**src/mshr_pkg.sv**
```systemverilog
`default_nettype none

package mshr_pkg;

  // hit_index is wide enough for queues of up to 16 entries
  localparam int INDEX_W = 4;

  typedef logic [31:0] line_addr_t;
  typedef logic [63:0] line_data_t;

  // zero means no transaction
  typedef logic [3:0] mem_tag_t;

  // credits handed back to the cache in one cycle
  typedef logic [1:0] credit_cnt_t;

  typedef enum logic [1:0] {
    BUS_NONE  = 2'd0,
    BUS_LOAD  = 2'd1,
    BUS_STORE = 2'd2
  } bus_cmd_e;

  typedef enum logic [1:0] {
    WAITING     = 2'd0,
    IN_PROGRESS = 2'd1,
    DONE        = 2'd2
  } entry_state_e;

  typedef struct packed {
    logic         valid;
    line_addr_t   addr;
    line_data_t   data;
    bus_cmd_e     cmd;
    entry_state_e state;
    mem_tag_t     tag;
  } mshr_entry_t;

  typedef struct packed {
    logic       valid;
    line_addr_t addr;
    line_data_t data;
  } miss_req_t;

  typedef struct packed {
    logic               alloc;
    logic               hit;
    logic [INDEX_W-1:0] hit_index;
  } filter_result_t;

endpackage

`default_nettype wire

```
**src/writeback_filter.sv**
```systemverilog
`timescale 1ns/1ps
`default_nettype none

module writeback_filter import mshr_pkg::*; #(
  parameter int MSHR_DEPTH = 8
) (
  input  miss_req_t                      req,
  input  mshr_entry_t [MSHR_DEPTH-1:0]   entries,
  output filter_result_t                 result
);

  localparam int PTR_W = $clog2(MSHR_DEPTH);
  typedef logic [PTR_W-1:0] ptr_t;

  logic hit;
  ptr_t hit_idx;

  // at most one waiting store per address, so no ordering is needed
  always_comb begin
    hit     = 1'b0;
    hit_idx = '0;
    for (int i = 0; i < MSHR_DEPTH; i++) begin
      if (req.valid && entries[i].valid && entries[i].cmd == BUS_STORE &&
          entries[i].state == WAITING && entries[i].addr == req.addr) begin
        hit     = 1'b1;
        hit_idx = ptr_t'(i);
      end
    end
  end

  assign result.alloc     = req.valid && !hit;
  assign result.hit       = hit;
  assign result.hit_index = INDEX_W'(hit_idx);

endmodule

`default_nettype wire

```
**config.mk**
```make
export PLATFORM = sky130hd
export DESIGN_NAME = writeback_filter
export DESIGN_NICKNAME = d
export VERILOG_FILES = /design/src/mshr_pkg.sv /design/src/writeback_filter.sv
export SDC_FILE = /design/constraint.sdc
export NUM_CORES = 1
export LEC_CHECK = 0
export ABC_CLOCK_PERIOD_IN_PS = 4500
export BUFFER_PORTS_ARGS = -buffer_cell sky130_fd_sc_hd__buf_2
export CORE_AREA = 2 2 368 370
export DETAILED_ROUTE_END_ITERATION = 12
export DIE_AREA = 0 0 370 372
export GPL_TIMING_DRIVEN = 1
export PLACE_DENSITY_LB_ADDON = 0.25
export SLEW_MARGIN = 20
export SYNTH_ARGS = -nofsm -noshare
export SYNTH_HDL_FRONTEND = slang
export SYNTH_SLANG_ARGS = --single-unit
```
**constraint.sdc**
```tcl
create_clock -name vclk -period 4.5
set_clock_uncertainty 0.2 [all_clocks]
set_input_delay 0.675 -clock vclk [all_inputs]
set_output_delay 0.675 -clock vclk [all_outputs]
set_load 0.1 [all_outputs]
```
# After elaboration in Yosys (flattened, before gate mapping)
# Index checks and enable logic that the tools add are counted.
# totals
reg_bits,0
out_inout_bits,6
input_bits,937
wordCells,73
# op_classes
n_mux,15
n_eq_ne,16
n_reduce_logical,42
# op_table
cell,n
equality test 32 bit,8
logical AND 1 bit,33
2-to-1 mux 3 bit,6
"equality test 2 bit, second input constant",8
logical NOT 2 bit,8
2-to-1 mux 1 bit,9
logical NOT 1 bit,1

# Logic depth before layout (Yosys ltp)
# Gate-level depths: netlist of the first run.
# depth
word_depth,14
depth_mapped,8
depth_no_buf,7

# Least setup slack after synthesis of the first run
# OpenSTA, ideal clock, no wires.
# synth_path
kind,in2out
startpoint,input port req[68] in the netlist's numbering
endpoint,output port result[0] in the netlist's numbering
required_time_ns,3.625
cell_stages,8
path_buffers,1
setup_slack_ns,-0.182
arrival_time_ns,3.807
path_cell_list,buf_2 xnor2_1 nand4_1 nor4_1 nand3_1 o21ai_0 a21boi_0 o21ai_0
# synth_lines
item,line,source
from (decl),writeback_filter.sv:7,"input miss_req_t req,"
to (decl),writeback_filter.sv:9,output filter_result_t result

==> results of run 1 <==
## kinds of logic (layout without fill, tap and decap cells)
| kind of cell | count (synthesis) | after routing | share of synthesized area |
|---|---|---|---|
| xor gates and xnor gates | 248 | 248 | 0.662 |
| and+or+nand+nor | 106 | 106 | 0.210 |
| AOI/OAI and AO/OA | 14 | 14 | 0.0324 |
| buffers and inverters | 44 | 405 | 0.0942 |
| other | 1 | 7 | 0.00114 |
## report_power, final
group / total, mW / switching [mW] / leakage [nW] / internal (mW)
registers: 0 / 0 / 0 / 0
clock network: 0.0000000822 / 0 / 0.0000377 / 0.0000000822
logic: 0.618 / 0.342 / 2.60 / 0.276
total: 0.618 / 0.342 / 2.60 / 0.276
## area by class of cell
class	count	share of cell area
repair buffers	395	0.305
diodes	6	0.00198
inverters	10	0.00496
well taps	1781	0.295
multi-input cells	369	0.394
## cells in the mapped netlist (all sizes together)
master / number
o21ai: 2
a21oi: 1
o221ai: 1
buf: 34
or3: 1
nand4: 39
o22ai: 3
a2111o: 1
a21boi: 1
nand2: 2
a31o: 1
xor2: 114
xnor2: 134
nand3: 10
nor4b: 2
nand4b: 4
a2111oi: 1
inv: 10
nor4: 37
a222oi: 1
nand4bb: 2
conb: 1
nor2: 1
a221o: 1
o31ai: 1
nor3: 5
or4: 3
## routing by layer
layer  vias to the layer above  routed length (µm)  GRT usage
li1                       2148                   -          -
met4                        16                1040    0.00844
met2                       405               18100     0.0958
met3                        76                4230     0.0185
met5                         -                  92          0
met1                      2010               22700     0.0924
## per-stage QoR
step,util,area [µm²]
after detailed placement,0.0562,7550
after global placement,0.0562,7550
after CTS,0.0562,7550
after global routing,0.0562,7550
after floorplan,-,3280
final,0.0563,7560
## path summary, 6_finish.rpt
check / end / slack [ns] / depth (start not counted)
worst max-delay path: result[5] / 0.30 / 11
worst min-delay path: result[0] / 1.83 / 6
==> flow_summary_export.csv, run 1 <==
group,metric,value,unit
global_routing,grt_max_degree,10,
setup_path,critPathBufInv,4,
final_layout,final_cells,2561,
sta,relSlewSlack,0.253,
setup_path,crit_path_end_kind,"output port",
setup_path,start_kind,"input port",
drt,dr.first_iter.drc_count,109,
drt,wire_per_inst,18.0,µm
final_layout,n_clock_buffer,0,
final_layout,layout_commonest_cell,"buf_2",
sta,finalCritPeriodShare,0.932,
die,core-area,134000,µm²
global_routing,track_usage,0.0642,
synthesis,synth_cell_type_count,30,
clocking,cts_setup_buffers,0,
setup_path,crit_top_cell,"buf_4",
placed_design,pre_cts_ws,0.157,ns
sta,setup_ws,0.305,ns
setup_path,cp_cell_sequence,"buf_2, xor2_1, nor4_1, buf_4, nand4_1, buf_4, or4_4, nand4_2, or3_4, nor2_2, buf_12",
clocking,cts_resized,0,
setup_path,cp-startpoint,"req[78]",
placed_design,post-dp-hpwl,43100,µm
synthesis,synthCells,413,
synthesis,synth.area.top_cells,"xnor2_1 36%, xor2_1 30%, nand4_1 7.2%",
global_routing,antenna_found_initial,48,
pwr,leakagePower,2.60,nW
die,start_util,0.0244,
sta,hold_viol_final,0,
setup_path,critPathKind,"in2out",
final_layout,nets,1713,
final_layout,syn_to_final_growth,130,%
drt,dr.pass1.iters,4,
global_routing,grt-ovfl-total,0,
drt,drc,0,
sta,totalNegativeSetupSlack,0,ns
final_layout,regArea,0,µm²
sta,tightest_slew,1.11,ns
die,fp.dieH,372,µm
final_layout,nFillCells,16034,
min_path,hold_class,"in2out",
final_layout,drive_gt1_frac,0.521,
sta,setup_viol,0,
drt,wl,46100,µm
setup_path,cp_max_fo,8,
job,maxCapViolCount,0,
drt,routed-via-count,4655,
placed_design,numPortBuffers,334,
run_status,status,"complete, no violations",
die,io_pins,943,
clocking,hold_buffers,0,
setup_path,max_stage_delay,0.58,ns
setup_path,cp.required,3.62,ns
synthesis,ys_seq_area_frac,0,
sta,fin_crit,4.20,ns
min_path,worstHoldStart,"entries[832]",
synthesis,synth_top_area_cell,"xnor2_1",
synthesis,syn_nets,1350,
die,die-width,370,µm
sta,max_freq,0.238,GHz
global_routing,grt_pass1_vias,5061,
die,num_rows,135,
sta,hold_ws,1.83,ns
pwr,powerDensity,81.7,nW/µm²
synthesis,netlist_area,3280,µm²
setup_path,crit_arrival,3.32,ns
synthesis,yosysWarningCount,0,
synthesis,avgSynthCellArea,7.95,µm²
drt,drt.antenna.violating_nets,0,
final_layout,multi_input_area,2980,µm²
drt,vias_per_cell,1.82,
die,die_area,138000,µm²
sta,drv_slew,0,
global_routing,grt_pass1_wl,55100,µm
pwr,power.ir.vdd_worst,55.8,µV
synthesis,yosysTopAreaCellShare,0.358,
setup_path,cp_slowest_cell,"nor4_1",
placed_design,place_congestion,0.806,
sta,rsz0062_at_grt,"no",
setup_path,cp_top_family,"simple AND/OR/NAND/NOR gates",
placed_design,dp_cells,2555,
pwr,finalPower,0.618,mW
final_layout,mostFrequentLayoutCells,"329 x buf_2, 134 x xnor2_1, 114 x xor2_1, 53 x buf_4, 38 x nand4_1",
final_layout,seq_cells,0,
No activity file was read; power rests on OpenSTA's default activity.
==> run 2, diff against run 1 <==
BUFFER_PORTS_ARGS = default   (was -buffer_cell sky130_fd_sc_hd__buf_2)
CORE_AREA = 2 2 369 371   (was 2 2 368 370)
DIE_AREA = 0 0 371 373   (was 0 0 370 372)
DONT_BUFFER_PORTS = 1   (was default)
==> run 2 against run 1 <==
Effect of this change: count of clock-buffer cells in the layout is the same; setup slack improved by 0.092 ns; total power decreased by 54%; final cell count shrank 14%; first-iteration DRC count is 17% lower; worst hold slack got worse by 0.20 ns; largest power group unchanged.
==> flow_summary_export.csv, run 2 (synthesis results as in run 1) <==
group,metric,value,unit
die,io_pins,943,
drt,dr.first_iter.drc_count,90,
pwr,power.ir.vdd_worst,25.4,µV
final_layout,layout_commonest_cell,"xnor2_1",
global_routing,grt-ovfl-total,0,
drt,drc,0,
pwr,sequentialPowerShare,0,
die,die_area,138000,µm²
sta,max_freq,0.244,GHz
sta,setup_viol,0,
pwr,pwr-share-comb,1.000,
sta,rsz0062_at_grt,"no",
pwr,p_int,0.151,mW
setup_path,cp_slowest_cell,"or4_4",
drt,drt.antenna.violating_nets,0,
sta,tightest_slew,0.658,ns
pwr,powerDensity,51.1,nW/µm²
final_layout,regArea,0,µm²
setup_path,cp_top_family,"simple AND/OR/NAND/NOR gates",
placed_design,post-dp-hpwl,39000,µm
run_status,status,"complete, no violations",
final_layout,nets,1343,
die,core-area,135000,µm²
drt,wire_per_inst,20.1,µm
final_layout,nFillCells,16021,
die,start_util,0.0244,
setup_path,crit_arrival,3.23,ns
final_layout,mostFrequentLayoutCells,"134 x xnor2_1, 114 x xor2_1, 38 x nand4_1, 34 x nor4_1, 21 x buf_4",
drt,vias_per_cell,1.54,
sta,fin_crit,4.10,ns
drt,wl,44000,µm
drt,dr.pass1.iters,4,
sta,finalCritPeriodShare,0.912,
sta,totalNegativeSetupSlack,0,ns
clocking,cts_setup_buffers,0,
pwr,clock_power_share,0,
clocking,cts_resized,0,
pwr,leakagePower,1.07,nW
final_layout,seq_cells,0,
placed_design,numPortBuffers,0,
placed_design,place_congestion,0.752,
sta,drv_slew,0,
setup_path,critPathKind,"in2out",
setup_path,cp.required,3.62,ns
pwr,switching_power,0.131,mW
setup_path,cp_max_fo,8,
drt,routed-via-count,3368,
setup_path,crit_path_end_kind,"output port",
setup_path,critPathBufInv,2,
die,num_rows,135,
global_routing,grt_max_degree,10,
job,maxCapViolCount,0,
die,die-width,371,µm
setup_path,max_stage_delay,0.67,ns
sta,relSlewSlack,0.558,
global_routing,antenna_found_initial,25,
pwr,finalPower,0.281,mW
global_routing,grt_pass1_wl,50700,µm
final_layout,n_clock_buffer,0,
global_routing,grt_pass1_vias,3885,
die,fp.dieH,373,µm
global_routing,track_usage,0.0607,
final_layout,syn_to_final_growth,67.9,%
setup_path,start_kind,"input port",
final_layout,drive_gt1_frac,0.0891,
clocking,hold_buffers,0,
sta,hold_viol_final,0,
min_path,hold_class,"in2out",
final_layout,multi_input_area,3000,µm²
setup_path,cp_cell_sequence,"xor2_1, nor4_2, buf_4, nand4_1, or4_4, nand4_2, or3_4, nor2_2, buf_12",
pwr,swShare,0.464,
[run 2: changes by cell type in the layout (fill, tap and decap cells not counted), sizes merged]
cell,change
diode,-1
buf,-370
[run 2: layout make-up]
type	instances	area share
timing repair buffer	25	0.0431
antenna	5	0.00227
tap	1781	0.404
multi-input combinational	369	0.543
inverter	10	0.00681
[run 2: power by group through the flow]
stage,Clock (mW),Combinational [mW],Sequential (mW)
global placement,0,0.288,0
finish,0.000000123,0.281,0
CTS,0,0.291,0
global route,0,0.312,0
detailed placement,0,0.289,0
floorplan,0,0.261,0
[run 2: final timing paths]
path / startpoint / endpoint / depth (start not counted)
setup / recovery: req[82] / result[5] / 9
hold / removal: req[96] / result[5] / 4
[run 2: per-stage QoR]
stage	setup slack, ns	cell area, µm²	util	std cells	hold WS [ns]
2_1_floorplan	0.308	3280	-	413	1.44
3_3_place_gp	0.229	5500	0.0408	2185	1.66
3_5_place_dp	0.232	5500	0.0408	2185	1.66
4_1_cts	0.223	5500	0.0408	2185	1.66
5_1_grt	0.164	5500	0.0408	2185	1.66
6_report	0.397	5510	0.0409	2190	1.63
[run 2: metal layers]
layer  track usage  vias to the layer above  share of wire
met5             0                        -         0.0013
met4        0.0129                        8          0.026
met3        0.0185                       56          0.097
met2        0.0863                      381           0.39
met1        0.0880                     1523           0.49
li1              -                     1400              -
==> run 3, diff against run 2 <==
ABC_AREA = 1   (was default)
CORE_AREA = 2 2 372 374   (was 2 2 369 371)
DIE_AREA = 0 0 374 376   (was 0 0 371 373)
==> run 3 against run 2 <==
Effect of this change: final area up 17%; worst hold slack worse by 0.18 ns; first-iteration DRC count rose to 3.1 times the previous value; area after synthesis up 28%.
==> flow_summary_export.csv, run 3 <==
group,metric,value,unit
sta,setup_viol,0,
clocking,cts_resized,0,
setup_path,cp.required,3.62,ns
final_layout,mostFrequentLayoutCells,"329 x nand2_1, 115 x nor2_1, 108 x inv_1, 52 x xnor2_1, 50 x o21ai_0",
global_routing,track_usage,0.0808,
die,fp.dieH,376,µm
final_layout,n_clock_buffer,0,
final_layout,design_area,6450,µm²
sta,fin_crit,3.87,ns
final_layout,final_core_util,0.0472,
sta,hold_viol_final,0,
final_layout,layout_commonest_cell,"nand2_1",
die,die_area,141000,µm²
synthesis,synth_cell_type_count,37,
synthesis,syn_nets,1818,
drt,wire_per_inst,22.0,µm
synthesis,avgSynthCellArea,4.78,µm²
drt,maxUsedRoutingLayer,"met5",
run_status,status,"complete, no violations",
sta,relSlewSlack,0.515,
synthesis,ys_seq_area_frac,0,
die,die-width,374,µm
global_routing,antenna_found_initial,37,
synthesis,synth.area.top_cells,"nand2_1 29%, xnor2_1 11%, nor2_1 10%",
setup_path,crit_path_end_kind,"output port",
setup_path,cp_max_fo,14,
synthesis,yosys-top-cells-count,"329 x nand2_1, 115 x nor2_1, 108 x inv_1",
die,io_pins,943,
global_routing,grt_max_degree,15,
drt,dr_wl_met3,6890,µm
job,maxCapViolCount,0,
drt,drt.antenna.violating_nets,0,
setup_path,start_kind,"input port",
placed_design,place_area,6420,µm²
sta,drv_slew,0,
drt,dr.first_iter.drc_count,283,
drt,wl,59100,µm
clocking,hold_buffers,0,
synthesis,synthCells,881,
final_layout,syn_to_final_growth,53.1,%
sta,rsz0062_at_grt,"no",
final_layout,nets,1816,
sta,finalCritPeriodShare,0.859,
placed_design,post-dp-hpwl,54100,µm
synthesis,yosysWarningCount,0,
final_layout,seq_cells,0,
placed_design,numPortBuffers,0,
placed_design,place_congestion,0.809,
global_routing,grt-ovfl-total,0,
final_layout,nFillCells,16399,
clocking,cts_setup_buffers,0,
setup_path,cp-startpoint,"req[73]",
sta,tightest_slew,0.727,ns
die,core-area,137000,µm²
drt,vias_per_cell,2.15,
final_layout,drive_gt1_frac,0.0889,
global_routing,grt_pass1_vias,5769,
synthesis,netlist_area,4210,µm²
synthesis,synth.most_common_cell,"nand2_1",
final_layout,regArea,0,µm²
die,start_util,0.0308,
synthesis,yosysTopAreaCellShare,0.293,
die,num_rows,136,
setup_path,crit_arrival,2.99,ns
min_path,hold_class,"in2out",
setup_path,critPathKind,"in2out",
drt,routed-via-count,5776,
drt,dr.pass1.iters,5,
global_routing,grt_pass1_wl,70200,µm
drt,drt-met1-wl,29000,µm
drt,drc,0,
drt,met2WireLength,22700,µm
min_path,worstHoldStart,"req[96]",
sta,max_freq,0.259,GHz
sta,totalNegativeSetupSlack,0,ns
synthesis,synth_top_area_cell,"nand2_1",
## run 3: cell types whose count changed in the layout (fill, tap and decap cells not counted), sizes merged, moves of 10 or more
cell	before	now
nand4	39	29
nor2	1	121
o22ai	3	25
nand3	10	22
nand2	2	335
nor4	37	1
o21ai	2	61
xnor2	134	52
or2	0	23
xor2	114	13
inv	10	134
## run 3: cell type report
cell class / instances / area [µm²] / share of cell area
multi-input combinational: 716 / 3440 / 0.534
tap: 1794 / 2240 / 0.348
inverter: 134 / 505 / 0.0784
timing repair buffer: 27 / 228 / 0.0353
antenna: 11 / 27.5 / 0.00427
## run 3: logic make-up after synthesis
family,synth area share
AO/OA/AOI/OAI,0.138
other,0.000890
AND/OR/NAND/NOR,0.543
buffers and inverters,0.183
XOR/XNOR,0.135
## run 3: routing by layer
metal / global-route usage / vias up
met3: 0.0337 / 28
met5: 0 / -
met2: 0.115 / 445
met1: 0.116 / 2560
li1: - / 2731
met4: 0.00481 / 12
## run 3: final timing paths
check / end / cells after the start
max: result[5] / 13
min: result[5] / 3
## run 3: worst max-delay path, stage by stage
cell and delay [ns]:
inv_2 0.43, nand2_1 0.09, o21ai_1 0.20, buf_4 0.24
nor2_1 0.05, nand4_1 0.33, nor2_1 0.10, nand3_1 0.10
nand2_1 0.09, nor2_2 0.15, nand2_2 0.10, nor2_2 0.09
buf_4 0.29
## run 3: stage by stage
stage	cells	worst slack [ns]	hold slack [ns]
after global placement	2671	0.443	1.45
after detailed placement	2671	0.464	1.45
final	2682	0.634	1.45
after global routing	2673	0.342	1.46
after CTS	2671	0.462	1.45
after floorplan	881	1.22	1.55
